### src/rtl/cpu_pkg.sv
package cpu_pkg;

    localparam int xlen = 32;

    typedef logic [xlen-1:0] word_t;
    typedef logic [4:0]      reg_addr_t;

    typedef enum logic [3:0] {
        alu_add,
        alu_sub,
        alu_and,
        alu_or,
        alu_xor,
        alu_nor,
        alu_slt,
        alu_sltu,
        alu_sll,
        alu_srl,
        alu_sra,
        alu_lui,
        alu_mul
    } alu_op_e;

    // primary opcodes
    localparam logic [5:0] op_special  = 6'h00;
    localparam logic [5:0] op_special2 = 6'h1c;
    localparam logic [5:0] op_addiu    = 6'h09;
    localparam logic [5:0] op_slti     = 6'h0a;
    localparam logic [5:0] op_andi     = 6'h0c;
    localparam logic [5:0] op_ori      = 6'h0d;
    localparam logic [5:0] op_xori     = 6'h0e;
    localparam logic [5:0] op_lui      = 6'h0f;

    // function field, special
    localparam logic [5:0] funct_sll  = 6'h00;
    localparam logic [5:0] funct_srl  = 6'h02;
    localparam logic [5:0] funct_sra  = 6'h03;
    localparam logic [5:0] funct_addu = 6'h21;
    localparam logic [5:0] funct_subu = 6'h23;
    localparam logic [5:0] funct_and  = 6'h24;
    localparam logic [5:0] funct_or   = 6'h25;
    localparam logic [5:0] funct_xor  = 6'h26;
    localparam logic [5:0] funct_nor  = 6'h27;
    localparam logic [5:0] funct_slt  = 6'h2a;
    localparam logic [5:0] funct_sltu = 6'h2b;
    localparam logic [5:0] funct_mul  = 6'h02; // under special2

    typedef struct packed {
        word_t     pc;
        alu_op_e   alu_op;
        word_t     src1;
        word_t     src2;   // imm or shamt already folded in
        reg_addr_t dest;
        logic      writes;
    } ds_to_es_t;

    typedef struct packed {
        word_t     pc;
        reg_addr_t dest;
        logic      writes;
        word_t     result;
    } es_to_ws_t;

endpackage

### src/rtl/reg_file.sv
`timescale 1ns/100ps

module reg_file (
    input  logic              aclk,
    input  logic              rst_n,
    input  cpu_pkg::reg_addr_t raddr1,
    output cpu_pkg::word_t     rdata1,
    input  cpu_pkg::reg_addr_t raddr2,
    output cpu_pkg::word_t     rdata2,
    input  logic              we,
    input  cpu_pkg::reg_addr_t waddr,
    input  cpu_pkg::word_t     wdata
);

    cpu_pkg::word_t regs [1:31]; // r0 has no storage

    always_ff @(posedge aclk or negedge rst_n) begin
        if (!rst_n) begin
            for (int i = 1; i < 32; i++) begin
                regs[i] <= '0;
            end
        end else if (we && waddr != '0) begin
            regs[waddr] <= wdata;
        end
    end

    assign rdata1 = (raddr1 == '0) ? '0 : regs[raddr1];
    assign rdata2 = (raddr2 == '0) ? '0 : regs[raddr2];

    a_waddr_known: assert property (@(posedge aclk) disable iff (!rst_n)
        we |-> !$isunknown(waddr));

endmodule

### src/rtl/id_stage.sv
`timescale 1ns/100ps

module id_stage (
    input  logic               aclk,
    input  logic               rst_n,
    input  logic               inst_valid,
    input  cpu_pkg::word_t     inst_pc,
    input  cpu_pkg::word_t     inst_word,
    output logic               inst_ready,
    output cpu_pkg::reg_addr_t raddr1,
    output cpu_pkg::reg_addr_t raddr2,
    input  cpu_pkg::word_t     rdata1,
    input  cpu_pkg::word_t     rdata2,
    input  logic               es_fwd_valid,
    input  cpu_pkg::reg_addr_t es_fwd_dest,
    input  cpu_pkg::word_t     es_fwd_result,
    input  logic               es_busy,
    input  logic               ws_fwd_valid,
    input  cpu_pkg::reg_addr_t ws_fwd_dest,
    input  cpu_pkg::word_t     ws_fwd_result,
    output logic               ds_to_es_valid,
    output cpu_pkg::ds_to_es_t ds_to_es_bus,
    input  logic               es_allowin
);

    logic               ds_valid;
    logic               ds_ready_go;
    cpu_pkg::word_t     ds_pc;
    cpu_pkg::word_t     ds_inst;
    logic [5:0]         opcode;
    logic [5:0]         funct;
    cpu_pkg::reg_addr_t rs;
    cpu_pkg::reg_addr_t rt;
    cpu_pkg::reg_addr_t rd;
    cpu_pkg::reg_addr_t dest;
    cpu_pkg::alu_op_e   alu_op;
    logic               known;
    logic               is_rtype;
    logic               is_shift;
    logic               use_imm;
    logic               use_rs;
    logic               use_rt;
    cpu_pkg::word_t     imm_val;
    cpu_pkg::word_t     rs_val;
    cpu_pkg::word_t     rt_val;
    logic               stall;

    assign ds_ready_go    = !stall;
    assign inst_ready     = !ds_valid || (ds_ready_go && es_allowin);
    assign ds_to_es_valid = ds_valid && ds_ready_go;

    always_ff @(posedge aclk or negedge rst_n) begin
        if (!rst_n) begin
            ds_valid <= 1'b0;
        end else if (inst_ready) begin
            ds_valid <= inst_valid;
        end
    end

    always_ff @(posedge aclk) begin
        if (inst_valid && inst_ready) begin
            ds_pc   <= inst_pc;
            ds_inst <= inst_word;
        end
    end

    assign opcode = ds_inst[31:26];
    assign rs     = ds_inst[25:21];
    assign rt     = ds_inst[20:16];
    assign rd     = ds_inst[15:11];
    assign funct  = ds_inst[5:0];

    always_comb begin
        alu_op   = cpu_pkg::alu_add;
        known    = 1'b1;
        is_rtype = 1'b0;
        is_shift = 1'b0;
        use_imm  = 1'b1;
        imm_val  = {16'b0, ds_inst[15:0]}; // zero extension by default
        case (opcode)
            cpu_pkg::op_special: begin
                is_rtype = 1'b1;
                use_imm  = 1'b0;
                case (funct)
                    cpu_pkg::funct_addu: alu_op = cpu_pkg::alu_add;
                    cpu_pkg::funct_subu: alu_op = cpu_pkg::alu_sub;
                    cpu_pkg::funct_and:  alu_op = cpu_pkg::alu_and;
                    cpu_pkg::funct_or:   alu_op = cpu_pkg::alu_or;
                    cpu_pkg::funct_xor:  alu_op = cpu_pkg::alu_xor;
                    cpu_pkg::funct_nor:  alu_op = cpu_pkg::alu_nor;
                    cpu_pkg::funct_slt:  alu_op = cpu_pkg::alu_slt;
                    cpu_pkg::funct_sltu: alu_op = cpu_pkg::alu_sltu;
                    cpu_pkg::funct_sll:  alu_op = cpu_pkg::alu_sll;
                    cpu_pkg::funct_srl:  alu_op = cpu_pkg::alu_srl;
                    cpu_pkg::funct_sra:  alu_op = cpu_pkg::alu_sra;
                    default:             known  = 1'b0;
                endcase
                if (alu_op inside {cpu_pkg::alu_sll, cpu_pkg::alu_srl, cpu_pkg::alu_sra}) begin
                    is_shift = 1'b1;
                    use_imm  = 1'b1;
                    imm_val  = {27'b0, ds_inst[10:6]}; // shamt
                end
            end
            cpu_pkg::op_special2: begin
                is_rtype = 1'b1;
                use_imm  = 1'b0;
                alu_op   = cpu_pkg::alu_mul;
                known    = (funct == cpu_pkg::funct_mul);
            end
            cpu_pkg::op_addiu: imm_val = {{16{ds_inst[15]}}, ds_inst[15:0]};
            cpu_pkg::op_slti: begin
                alu_op  = cpu_pkg::alu_slt;
                imm_val = {{16{ds_inst[15]}}, ds_inst[15:0]};
            end
            cpu_pkg::op_andi: alu_op = cpu_pkg::alu_and;
            cpu_pkg::op_ori:  alu_op = cpu_pkg::alu_or;
            cpu_pkg::op_xori: alu_op = cpu_pkg::alu_xor;
            cpu_pkg::op_lui:  alu_op = cpu_pkg::alu_lui; // exe moves it up
            default:          known  = 1'b0;
        endcase
    end

    assign dest   = is_rtype ? rd : rt;
    assign use_rs = known && !is_shift && (alu_op != cpu_pkg::alu_lui);
    assign use_rt = known && (is_shift || !use_imm);

    assign raddr1 = rs;
    assign raddr2 = rt;

    // execute beats result beats register file
    assign rs_val = (rs == '0) ? '0 :
                    (es_fwd_valid && es_fwd_dest == rs) ? es_fwd_result :
                    (ws_fwd_valid && ws_fwd_dest == rs) ? ws_fwd_result : rdata1;
    assign rt_val = (rt == '0) ? '0 :
                    (es_fwd_valid && es_fwd_dest == rt) ? es_fwd_result :
                    (ws_fwd_valid && ws_fwd_dest == rt) ? ws_fwd_result : rdata2;

    // wait out a multiply that will write one of our sources
    assign stall = es_busy && ((use_rs && rs != '0 && es_fwd_dest == rs) ||
                               (use_rt && rt != '0 && es_fwd_dest == rt));

    // operands the op ignores go out as zero
    assign ds_to_es_bus = '{
        pc:     ds_pc,
        alu_op: alu_op,
        src1:   is_shift ? rt_val : (use_rs ? rs_val : '0),
        src2:   use_imm ? imm_val : (use_rt ? rt_val : '0),
        dest:   dest,
        writes: known && (dest != '0)
    };

    a_bus_held: assert property (@(posedge aclk) disable iff (!rst_n)
        ds_to_es_valid && !es_allowin |=> $stable(ds_to_es_bus));

endmodule

### src/rtl/exe_stage.sv
`timescale 1ns/100ps

module exe_stage #(
    parameter int mul_step = 2  // multiplier bits per cycle, 1, 2 or 4
) (
    input  logic               aclk,
    input  logic               rst_n,
    input  logic               ds_to_es_valid,
    input  cpu_pkg::ds_to_es_t ds_to_es_bus,
    output logic               es_allowin,
    output logic               es_to_ws_valid,
    output cpu_pkg::es_to_ws_t es_to_ws_bus,
    input  logic               ws_allowin,
    output logic               es_fwd_valid,
    output cpu_pkg::reg_addr_t es_fwd_dest,
    output cpu_pkg::word_t     es_fwd_result,
    output logic               es_busy
);

    logic               es_valid;
    logic               es_done;
    logic               is_mul;
    cpu_pkg::ds_to_es_t es_bus;
    cpu_pkg::word_t     mcand;
    cpu_pkg::word_t     mplier;
    cpu_pkg::word_t     acc;
    cpu_pkg::word_t     mul_pp;
    cpu_pkg::word_t     alu_result;

    assign is_mul         = (es_bus.alu_op == cpu_pkg::alu_mul);
    assign es_allowin     = !es_valid || (es_done && ws_allowin);
    assign es_to_ws_valid = es_valid && es_done;

    always_ff @(posedge aclk or negedge rst_n) begin
        if (!rst_n) begin
            es_valid <= 1'b0;
            es_done  <= 1'b0;
        end else begin
            if (es_allowin) begin
                es_valid <= ds_to_es_valid;
            end
            if (ds_to_es_valid && es_allowin) begin
                es_done <= 1'b0;
            end else if (es_valid && !es_done) begin
                es_done <= !is_mul || ((mplier >> mul_step) == '0);
            end
        end
    end

    // shift-add, low mul_step bits of the multiplier each cycle
    always_comb begin
        mul_pp = '0;
        for (int i = 0; i < mul_step; i++) begin
            if (mplier[i]) begin
                mul_pp = mul_pp + (mcand << i);
            end
        end
    end

    always_ff @(posedge aclk) begin
        if (ds_to_es_valid && es_allowin) begin
            es_bus <= ds_to_es_bus;
            mcand  <= ds_to_es_bus.src1;
            mplier <= ds_to_es_bus.src2;
            acc    <= '0;
        end else if (es_valid && !es_done && is_mul) begin
            acc    <= acc + mul_pp;
            mcand  <= mcand << mul_step;
            mplier <= mplier >> mul_step;
        end
    end

    always_comb begin
        case (es_bus.alu_op)
            cpu_pkg::alu_add:  alu_result = es_bus.src1 + es_bus.src2;
            cpu_pkg::alu_sub:  alu_result = es_bus.src1 - es_bus.src2;
            cpu_pkg::alu_and:  alu_result = es_bus.src1 & es_bus.src2;
            cpu_pkg::alu_or:   alu_result = es_bus.src1 | es_bus.src2;
            cpu_pkg::alu_xor:  alu_result = es_bus.src1 ^ es_bus.src2;
            cpu_pkg::alu_nor:  alu_result = ~(es_bus.src1 | es_bus.src2);
            cpu_pkg::alu_slt:
                alu_result = {31'b0, $signed(es_bus.src1) < $signed(es_bus.src2)};
            cpu_pkg::alu_sltu: alu_result = {31'b0, es_bus.src1 < es_bus.src2};
            cpu_pkg::alu_sll:  alu_result = es_bus.src1 << es_bus.src2[4:0];
            cpu_pkg::alu_srl:  alu_result = es_bus.src1 >> es_bus.src2[4:0];
            cpu_pkg::alu_sra:
                alu_result = cpu_pkg::word_t'($signed(es_bus.src1) >>> es_bus.src2[4:0]);
            cpu_pkg::alu_lui:  alu_result = {es_bus.src2[15:0], 16'b0};
            default:           alu_result = acc; // mul
        endcase
    end

    assign es_to_ws_bus = '{
        pc:     es_bus.pc,
        dest:   es_bus.dest,
        writes: es_bus.writes,
        result: alu_result
    };

    // alu results are final on load, mul only once done
    assign es_fwd_valid  = es_valid && es_bus.writes && (!is_mul || es_done);
    assign es_busy       = es_valid && es_bus.writes && is_mul && !es_done;
    assign es_fwd_dest   = es_bus.dest;
    assign es_fwd_result = alu_result;

    a_mul_drained: assert property (@(posedge aclk) disable iff (!rst_n)
        es_to_ws_valid && is_mul |-> mplier == '0);

endmodule

### src/rtl/wb_stage.sv
`timescale 1ns/100ps

module wb_stage (
    input  logic               aclk,
    input  logic               rst_n,
    input  logic               es_to_ws_valid,
    input  cpu_pkg::es_to_ws_t es_to_ws_bus,
    output logic               ws_allowin,
    output logic               ws_fwd_valid,
    output cpu_pkg::reg_addr_t ws_fwd_dest,
    output cpu_pkg::word_t     ws_fwd_result,
    output cpu_pkg::word_t     debug_wb_pc,
    output logic [3:0]         debug_wb_rf_wen,
    output cpu_pkg::reg_addr_t debug_wb_rf_wnum,
    output cpu_pkg::word_t     debug_wb_rf_wdata
);

    logic               ws_valid;
    cpu_pkg::es_to_ws_t ws_bus;

    assign ws_allowin = 1'b1; // retires every cycle

    always_ff @(posedge aclk or negedge rst_n) begin
        if (!rst_n) begin
            ws_valid <= 1'b0;
        end else if (ws_allowin) begin
            ws_valid <= es_to_ws_valid;
        end
    end

    always_ff @(posedge aclk) begin
        if (es_to_ws_valid && ws_allowin) begin
            ws_bus <= es_to_ws_bus;
        end
    end

    // also the register file write port
    assign ws_fwd_valid  = ws_valid && ws_bus.writes;
    assign ws_fwd_dest   = ws_bus.dest;
    assign ws_fwd_result = ws_bus.result;

    assign debug_wb_pc       = ws_bus.pc;
    assign debug_wb_rf_wen   = {4{ws_fwd_valid}};
    assign debug_wb_rf_wnum  = ws_bus.dest;
    assign debug_wb_rf_wdata = ws_bus.result;

    a_no_r0_trace: assert property (@(posedge aclk) disable iff (!rst_n)
        debug_wb_rf_wen != 4'b0 |-> debug_wb_rf_wnum != '0);

endmodule

### src/rtl/cpu_core_top.sv
`timescale 1ns/100ps

module cpu_core_top #(
    parameter int mul_step = 2
) (
    input  logic               aclk,
    input  logic               rst_n,
    input  logic               inst_valid,
    input  cpu_pkg::word_t     inst_pc,
    input  cpu_pkg::word_t     inst_word,
    output logic               inst_ready,
    output cpu_pkg::word_t     debug_wb_pc,
    output logic [3:0]         debug_wb_rf_wen,
    output cpu_pkg::reg_addr_t debug_wb_rf_wnum,
    output cpu_pkg::word_t     debug_wb_rf_wdata
);

    cpu_pkg::reg_addr_t raddr1;
    cpu_pkg::reg_addr_t raddr2;
    cpu_pkg::word_t     rdata1;
    cpu_pkg::word_t     rdata2;

    logic               ds_to_es_valid;
    cpu_pkg::ds_to_es_t ds_to_es_bus;
    logic               es_allowin;
    logic               es_to_ws_valid;
    cpu_pkg::es_to_ws_t es_to_ws_bus;
    logic               ws_allowin;

    // forwarding into decode
    logic               es_fwd_valid;
    cpu_pkg::reg_addr_t es_fwd_dest;
    cpu_pkg::word_t     es_fwd_result;
    logic               es_busy;
    logic               ws_fwd_valid;
    cpu_pkg::reg_addr_t ws_fwd_dest;
    cpu_pkg::word_t     ws_fwd_result;

    id_stage id_stage_i (
        .aclk          (aclk),
        .rst_n         (rst_n),
        .inst_valid    (inst_valid),
        .inst_pc       (inst_pc),
        .inst_word     (inst_word),
        .inst_ready    (inst_ready),
        .raddr1        (raddr1),
        .raddr2        (raddr2),
        .rdata1        (rdata1),
        .rdata2        (rdata2),
        .es_fwd_valid  (es_fwd_valid),
        .es_fwd_dest   (es_fwd_dest),
        .es_fwd_result (es_fwd_result),
        .es_busy       (es_busy),
        .ws_fwd_valid  (ws_fwd_valid),
        .ws_fwd_dest   (ws_fwd_dest),
        .ws_fwd_result (ws_fwd_result),
        .ds_to_es_valid(ds_to_es_valid),
        .ds_to_es_bus  (ds_to_es_bus),
        .es_allowin    (es_allowin)
    );

    exe_stage #(.mul_step(mul_step)) exe_stage_i (
        .aclk          (aclk),
        .rst_n         (rst_n),
        .ds_to_es_valid(ds_to_es_valid),
        .ds_to_es_bus  (ds_to_es_bus),
        .es_allowin    (es_allowin),
        .es_to_ws_valid(es_to_ws_valid),
        .es_to_ws_bus  (es_to_ws_bus),
        .ws_allowin    (ws_allowin),
        .es_fwd_valid  (es_fwd_valid),
        .es_fwd_dest   (es_fwd_dest),
        .es_fwd_result (es_fwd_result),
        .es_busy       (es_busy)
    );

    wb_stage wb_stage_i (
        .aclk             (aclk),
        .rst_n            (rst_n),
        .es_to_ws_valid   (es_to_ws_valid),
        .es_to_ws_bus     (es_to_ws_bus),
        .ws_allowin       (ws_allowin),
        .ws_fwd_valid     (ws_fwd_valid),
        .ws_fwd_dest      (ws_fwd_dest),
        .ws_fwd_result    (ws_fwd_result),
        .debug_wb_pc      (debug_wb_pc),
        .debug_wb_rf_wen  (debug_wb_rf_wen),
        .debug_wb_rf_wnum (debug_wb_rf_wnum),
        .debug_wb_rf_wdata(debug_wb_rf_wdata)
    );

    reg_file reg_file_i (
        .aclk  (aclk),
        .rst_n (rst_n),
        .raddr1(raddr1),
        .rdata1(rdata1),
        .raddr2(raddr2),
        .rdata2(rdata2),
        .we    (ws_fwd_valid),
        .waddr (ws_fwd_dest),
        .wdata (ws_fwd_result)
    );

endmodule

### config.mk
export PLATFORM = sky130hd
export DESIGN_NAME = cpu_core_top
export DESIGN_NICKNAME = d
export VERILOG_FILES = /design/src/rtl/cpu_pkg.sv /design/src/rtl/reg_file.sv /design/src/rtl/id_stage.sv /design/src/rtl/exe_stage.sv /design/src/rtl/wb_stage.sv /design/src/rtl/cpu_core_top.sv
export SDC_FILE = /design/constraint.sdc
export NUM_CORES = 2
export LEC_CHECK = 0
export ABC_CLOCK_PERIOD_IN_PS = 5500
export BUFFER_PORTS_ARGS = -buffer_cell sky130_fd_sc_hd__buf_2
export CAP_MARGIN = 20
export CORE_ASPECT_RATIO = 1.25
export CORE_MARGIN = 4
export CORE_UTILIZATION = 58
export CTS_BUF_LIST = sky130_fd_sc_hd__clkbuf_16
export DETAILED_ROUTE_END_ITERATION = 6
export GPL_TIMING_DRIVEN = 1
export HOLD_SLACK_MARGIN = 0.1
export MAX_ROUTING_LAYER = met4
export PLACE_DENSITY = 0.77
export SYNTH_ARGS = -nofsm -noshare
export SYNTH_HDL_FRONTEND = slang
export SYNTH_SLANG_ARGS = --single-unit
### constraint.sdc
create_clock -name aclk -period 5.5 [get_ports aclk]
set_clock_uncertainty 0.1 [all_clocks]
set_input_delay 0.825 -clock aclk [delete_from_list [all_inputs] [get_ports aclk]]
set_output_delay 0.825 -clock aclk [all_outputs]
set_load 0.01 [all_outputs]
---- Yosys cells after proc, flatten, opt, wreduce, memory -nomap -nowiden ----
Cells that the tools add are included.
word-level totals
  bits in registers ....................... 1332
  input port bits ......................... 67
  output and inout bits ................... 74
  logic and storage cells ................. 204
operators by class
  $add $sub $neg .......................... 4
  $lt $le $gt $ge ......................... 6
  eq/ne operators ......................... 37
  shift operators ......................... 3
  muxes and demuxes ....................... 40
  bitwise logic cells ..................... 7
  reductions and logical operators ........ 57
operator list
  operator                                              number
  bitwise mux 992 bit                                   1
  2-to-1 mux 32 bit                                     21
  case mux 32 bit (12 select lines)                     1
  binary-select mux 32 bit (select 5 bit)               2
  demux 32 bit (select 5 bit)                           1
  adder 32 bit                                          3
  less-than comparator 32 bit                           2
  case mux 32 bit (2 select lines)                      1
  equality test 6 bit (second input constant)           8
  case mux 4 bit (10 select lines)                      1
  equality test 6 x 4 -> 1 bit (second input constant)  6
  AND 32 bit                                            1
  equality test 4 bit (second input constant)           8
  zero test 32 bit                                      1
  NOT 32 bit                                            1
  OR 32 bit                                             1
  << shifter 32 x 5 -> 32 bit                           1
  right shift 32 x 5 -> 32 bit                          1
  >>> shifter 32 x 5 -> 32 bit                          1
  subtractor 32 bit                                     1
  bitwise XOR 32 bit                                    1
  case mux 4 bit (7 select lines)                       1
  logical AND 1 bit                                     27
  equality test 5 bit                                   4
  26 further kinds                                      58

---- Longest topological paths before layout ----
  depth after elaboration ................. 18
  gate-level depth with buffers ........... 29
  depth with buffers taken out ............ 26

---- Hierarchy ----
Synthesis repeated with hierarchy kept, for this count alone.
unflattened totals
  cells, all modules ...................... 7365
  area total of the unflattened synthesis .. 82008.7 sq um
by module, submodules not included
  module     instances  cells each  area an instance (sq um)  sequential area each (sq um)
  reg_file   1          4058        53405.0                   24823.8
  exe_stage  1          2502        20289.5                   5795.6
  id_stage   1          621         5343.9                    1946.9
  wb_stage   1          184         2970.3                    2127.0

---- Worst setup path before layout ----
Ideal clock, no wire load.
  path type ............................... flip-flop to flip-flop
  start point ............................. reg exe_stage_i.mplier[0]
  end point ............................... reg exe_stage_i.acc[31]
  library setup time ...................... 0.072 ns
  data arrival time ....................... 5.486 ns
  required time ........................... 5.328 ns
  slack ................................... -0.158 ns
  cell stages (with the launch flop) ...... 29
  buffers on the path ..................... 3
  clock period less this slack ............ 5.658 ns
  cells stage by stage .................... edfxtp_1 > buf_2 > clkbuf_1 > clkbuf_1 > nand2_1 > inv_1 > ha_1 > a21oi_1 > maj3_1 > a21oi_1 > a311oi_1 > o21ai_1 > nor3_1 > o311a_1 > or3_1 > xnor2_1 > mux2_2 > ha_1 > a21o_1 > a21o_1 > a21oi_1 > o21ai_0 > a21o_1 > a21oi_1 > o31ai_1 > xor2_1 > and4_1 > o21ai_1 > mux2i_1
on the way
  word-level cells in the longest chain between the ends .. 4
RTL lines
  element                   RTL line         RTL
  start: declaration        exe_stage.sv:25  cpu_pkg::word_t mplier;
  start signal: assignment  exe_stage.sv:64  mplier <= ds_to_es_bus.src2;
  start signal: assignment  exe_stage.sv:69  mplier <= mplier >> mul_step;
  2-to-1 mux 32 bit (*)     exe_stage.sv:54  if (mplier[i]) begin
  adder 32 bit              exe_stage.sv:55  mul_pp = mul_pp + (mcand << i);
  2-to-1 mux 32 bit (*)     exe_stage.sv:54
  adder 32 bit (*)          exe_stage.sv:67  acc <= acc + mul_pp;
  end signal: assignment    exe_stage.sv:67
  end: declaration          exe_stage.sv:26  cpu_pkg::word_t acc;
Every way passes the cells marked *; elsewhere a longest branch is shown, timed or not.
A chain may end at the register's enable or synchronous reset.

---- Final worst setup path ----
Same ends and word-level chain as after synthesis.

==> impl_table.tex <==
\begin{tabular}{lr}
\hline
Metric & Value \\
\hline
\multicolumn{2}{l}{\textbf{Synthesis}} \\
\quad Yosys Warn Count & 0 \\
\quad Number of synthesized register bits & 1332 \\
\quad Number of standard cells after synthesis & 6286 \\
\quad Async S/R FF share, synth & 74.8\% \\
\quad Cell Area, Synth & 80300 um\^{}2 \\
\quad Avg Inst Size Synth & 12.8 um\^{}2 \\
\quad Part of the Yosys area used for sequential elements & 43.2\% \\
\quad Post-Synthesis Net Count & 6515 \\
\quad Netlist cell types & 95 \\
\quad Yosys top cell by area & sky130\_fd\_sc\_hd\_\_dfrtp\_1 \\
\quad Number of enable flip-flop cells after synthesis & 304 \\
\quad Top flip-flop cell by instance count after synthesis & sky130\_fd\_sc\_hd\_\_dfrtp\_1 \\
\quad Ranking of synthesized cells by area & sky130\_fd\_sc\_hd\_\_dfrtp\_1, sky130\_fd\_sc\_hd\_\_mux4\_2, sky130\_fd\_sc\_hd\_\_mux2\_2 \\
\quad Yosys top cell area share & 31.0\% \\
\multicolumn{2}{l}{\textbf{Drt}} \\
\quad Routed WL per cell & 35.0 um \\
\quad Drt via density & 7.15 \\
\quad Total iterations of the first detailed-routing run & 6 \\
\quad Antenna-violating nets left & 0 \\
\quad DRC violations left & 0 \\
\quad Routed via count & 60.0k \\
\quad Final routed wirelength across all metal layers & 294000 um \\
\quad First-iteration detailed-routing DRC count & 7164 \\
\multicolumn{2}{l}{\textbf{Power and ir drop}} \\
\quad Leakage power of the design & 0.0391 uW \\
\quad Max IR drop VDD & 0.000581 V \\
\quad Power Density & 582 nW/um\^{}2 \\
\multicolumn{2}{l}{\textbf{Worst setup path}} \\
\quad Type of origin of the critical path & flip-flop \\
\quad Worst reg-to-reg setup slack & 0.17 ns \\
\quad FF-to-FF path depth & 26 \\
\quad Crit. Startpoint & exe\_stage\_i.mplier[0] \\
\quad Start of the worst register-to-register path & exe\_stage\_i.mplier[0] \\
\quad Worst EP arrival & 5.89 ns \\
\quad Data required time of the worst path & 6.06 ns \\
\quad Kind of capture point of the worst setup path & flip-flop \\
\quad Worst reg2reg endpoint & exe\_stage\_i.acc[31] \\
\quad CP Class & reg2reg \\
\quad Top fanout value on the critical path & 6 \\
\multicolumn{2}{l}{\textbf{Global route}} \\
\quad Antenna violations before repair & 10 \\
\quad Via count of the first global-routing pass & 61.0k \\
\quad Global-route wire length before repair & 423000 um \\
\quad Overall overflow remaining after global route & 0 \\
\quad Pin count of the biggest net entering global routing & 155 \\
\quad Total routing resource utilization after global routing & 41.6\% \\
\multicolumn{2}{l}{\textbf{CTS}} \\
\quad Clock transition time at the flip-flop clock pins of the worst setup and hold paths & 0.06 ns \\
\quad Maximum buffer depth of the clock tree & 3 \\
\quad Clock tree sinks & 1332 \\
\quad Clock latency on the worst-skew pair & 0.79 ns \\
\quad Maximum level of the CTS H-tree & 4 \\
\quad Root buffer cell & sky130\_fd\_sc\_hd\_\_clkbuf\_16 \\
\quad Total clock buffers created by CTS & 136 \\
\quad CTS tree & built \\
\multicolumn{2}{l}{\textbf{Cells and area}} \\
\quad Footprint of the multi-input gates & 42800 um\^{}2 \\
\quad Post-layout nets & 6641 \\
\quad Share of final-layout standard cells stronger than drive strength 1 & 39.9\% \\
\quad Number of filler cells placed in the layout & 9765 \\
\quad Combined flip-flop and latch cell area & 34700 um\^{}2 \\
\quad Growth of design area from synthesis to finish & 11.9\% \\
\multicolumn{2}{l}{\textbf{Floorplanning}} \\
\quad Chip height & 424 um \\
\quad Site Rows & 152 \\
\quad Number of top-level pins & 141 \\
\quad Initial Utilization & 58.4\% \\
\quad Area of the core & 138000 um\^{}2 \\
\quad Die Area & 145000 um\^{}2 \\
\quad Die width & 341 um \\
\multicolumn{2}{l}{\textbf{Timing}} \\
\quad F\_max & 188 MHz \\
\quad Ratio of final minimum period to clock period & 96.9\% \\
\quad Worst Tran Pin Value & 1.21 ns \\
\quad Final period demand of the worst path & 5.33 ns \\
\quad RSZ-0062 raised after global routing & yes \\
\quad Number of hold-slack violations in the final timing report & 0 \\
\quad Total negative slack & 0 ns \\
\quad Max-slew violation count & 0 \\
\quad Worst path setup slack after routing & 0.171 ns \\
\quad Endpoints failing setup & 0 \\
\quad Worst max-slew margin expressed relative to the limit & 19.2\% \\
\multicolumn{2}{l}{\textbf{Placement}} \\
\quad Routability Congestion & 1.14 \\
\quad Worst slack after detailed placement & 0.00229 ns \\
\quad DP Wirelength & 201000 um \\
\quad IO Port Bufs & 140 \\
\multicolumn{2}{l}{\textbf{Min path}} \\
\quad Hold Path Cell Cnt & 1 \\
\quad Worst Hold Class & in2reg \\
\quad Worst hold start & inst\_word[24] \\
\quad End point of the worst hold path & id\_stage\_i.ds\_inst[24] \\
\multicolumn{2}{l}{\textbf{Run status}} \\
\quad Result of the run & finished clean \\
\multicolumn{2}{l}{\textbf{Job}} \\
\quad Number of maximum-capacitance constraint violations & 0 \\
\hline
\end{tabular}
cell type report:
| type | count | share of cell area [%] |
|---|---|---|
| diodes | 9 | 0.0251 |
| clock buffers | 146 | 4.07 |
| well taps | 1848 | 2.57 |
| clock inverters | 104 | 0.759 |
| flip-flops and latches | 1332 | 38.6 |
| repair buffers | 610 | 5.77 |
| multi-input cells | 4194 | 47.6 |
| inverters | 138 | 0.582 |
cell usage in the layout (no fill, tap or decap), types with 33 or more instances in the layout:
master / instances
sky130_fd_sc_hd__a211oi_1: 54
sky130_fd_sc_hd__a21o_1: 57
sky130_fd_sc_hd__a21oi_1: 255
sky130_fd_sc_hd__a22o_1: 55
sky130_fd_sc_hd__a22oi_1: 37
sky130_fd_sc_hd__and2_1: 37
sky130_fd_sc_hd__buf_12: 34
sky130_fd_sc_hd__buf_2: 139
sky130_fd_sc_hd__buf_4: 363
sky130_fd_sc_hd__clkbuf_16: 147
sky130_fd_sc_hd__clkinv_1: 33
sky130_fd_sc_hd__dfrtp_1: 996
sky130_fd_sc_hd__dlygate4sd3_1: 53
sky130_fd_sc_hd__edfxtp_1: 304
sky130_fd_sc_hd__ha_1: 155
sky130_fd_sc_hd__inv_1: 162
sky130_fd_sc_hd__mux2_2: 1122
sky130_fd_sc_hd__mux2i_1: 109
sky130_fd_sc_hd__mux4_2: 626
sky130_fd_sc_hd__nand2_1: 328
sky130_fd_sc_hd__nand3_1: 73
sky130_fd_sc_hd__nor2_1: 298
sky130_fd_sc_hd__nor3_1: 59
sky130_fd_sc_hd__o211ai_1: 65
sky130_fd_sc_hd__o21ai_0: 203
sky130_fd_sc_hd__xnor2_1: 47
sky130_fd_sc_hd__xor2_1: 33
logic make-up (layout without fill, tap and decap cells):
kind of cell               count (synthesis)  in the layout  share of synthesized area (%)
DFF                                     1332           1332                           43.2
and+or+nand+nor                         1048           1048                           6.01
other                                      0              9                              0
buffers and inverters                    760            998                           4.04
xor gates and xnor gates                  80             80                          0.872
adders and majority gates                163            163                           2.57
muxes                                   1857           1857                           34.6
AOI/OAI and AO/OA                       1046           1046                           8.68
stage by stage:
step | instances | util [%] | cell area, um^2 | hold slack (ns) | power [uW]
CTS | 8355 | 64.9 | 89300 | 0.100 | 51000
floorplan | 6286 | - | 80400 | 0.300 | 32600
finish | 8381 | 65.4 | 89900 | 0.129 | 52300
global placement | 8044 | 61.3 | 84200 | 0.300 | 40900
global route | 8376 | 65.3 | 89800 | 0.112 | 54300
detailed placement | 8052 | 61.4 | 84400 | 0.305 | 41700
worst max path at each step:
stage                                to  cells after the start
finish              exe_stage_i.acc[31]                     26
floorplan           exe_stage_i.acc[31]                     28
global placement    exe_stage_i.acc[30]                     24
CTS                 exe_stage_i.acc[30]                     24
global route        exe_stage_i.acc[29]                     28
detailed placement  exe_stage_i.acc[31]                     27
cells in the mapped netlist (all sizes together), types with 47 or more instances:
| master | count |
|---|---|
| o211ai | 65 |
| nor3 | 62 |
| a211oi | 58 |
| mux2 | 1122 |
| mux2i | 109 |
| edfxtp | 304 |
| a22o | 55 |
| o21ai | 216 |
| a21o | 57 |
| clkbuf | 355 |
| nor2 | 320 |
| xnor2 | 47 |
| mux4 | 626 |
| ha | 158 |
| dfrtp | 996 |
| nand3 | 75 |
| inv | 137 |
| nand2 | 346 |
| buf | 267 |
| a21oi | 260 |
critical path: stages (launching register included):
cell and delay [ns]:
sky130_fd_sc_hd__edfxtp_1 0.50, sky130_fd_sc_hd__inv_1 0.11, sky130_fd_sc_hd__nor2_1 0.05, sky130_fd_sc_hd__ha_1 0.20, sky130_fd_sc_hd__inv_1 0.09, sky130_fd_sc_hd__fa_1 0.23
sky130_fd_sc_hd__nand2b_1 0.11, sky130_fd_sc_hd__a31o_1 0.28, sky130_fd_sc_hd__and3_1 0.19, sky130_fd_sc_hd__a21bo_2 0.25, sky130_fd_sc_hd__a21o_1 0.22, sky130_fd_sc_hd__a21o_1 0.19
sky130_fd_sc_hd__a21oi_1 0.19, sky130_fd_sc_hd__xnor2_1 0.08, sky130_fd_sc_hd__mux2_2 0.28, sky130_fd_sc_hd__ha_2 0.38, sky130_fd_sc_hd__nand4_1 0.12, sky130_fd_sc_hd__or2_2 0.30
sky130_fd_sc_hd__nor2_1 0.08, sky130_fd_sc_hd__o21ai_1 0.14, sky130_fd_sc_hd__nand3_2 0.15, sky130_fd_sc_hd__nand2_2 0.08, sky130_fd_sc_hd__o31ai_4 0.26, sky130_fd_sc_hd__xor2_1 0.21
sky130_fd_sc_hd__and4_1 0.22, sky130_fd_sc_hd__o21ai_2 0.06, sky130_fd_sc_hd__mux2i_1 0.13
routing by layer:
layer  wire length [um]  share of wire (%)  up-vias  GRT usage [%]
li1                   -                  -    24300              -
met1              98400                 34    30600           46.8
met2             140000                 48     3768           65.4
met3              27300                9.3     1269           9.54
met4              28300                9.6        0           30.7
met5                  0                  0        -              -
state kept, by name, indices dropped and copies added, names as in the netlist, 5 cells and up:
signal	count
id_stage_i.ds_pc	32
exe_stage_i.es_to_ws_bus	33
exe_stage_i.es_bus	68
reg_file_i.regs	992
exe_stage_i.mplier	32
wb_stage_i.debug_wb_rf_wdata	32
wb_stage_i.debug_wb_pc	32
exe_stage_i.es_fwd_dest	5
wb_stage_i.debug_wb_rf_wnum	5
exe_stage_i.acc	32
exe_stage_i.mcand	32
id_stage_i.ds_inst	32
power by group:
part / internal, uW / switching (uW)
registers: 14200 / 3360
logic: 11300 / 14300
clock network: 5090 / 4040
total: 30600 / 21600
what timing repair did:
item | CTS | global route
endpoints found under the hold margin | 132 | 0
endpoints found under the setup margin | 2 | 5
buffers inserted | 0 | 4
gates cloned | 0 | 1
resized for setup | 2 | 31
hold buffers | 53 | 0
pin swaps | 0 | 13
No activity file was read; power rests on OpenSTA's default activity.
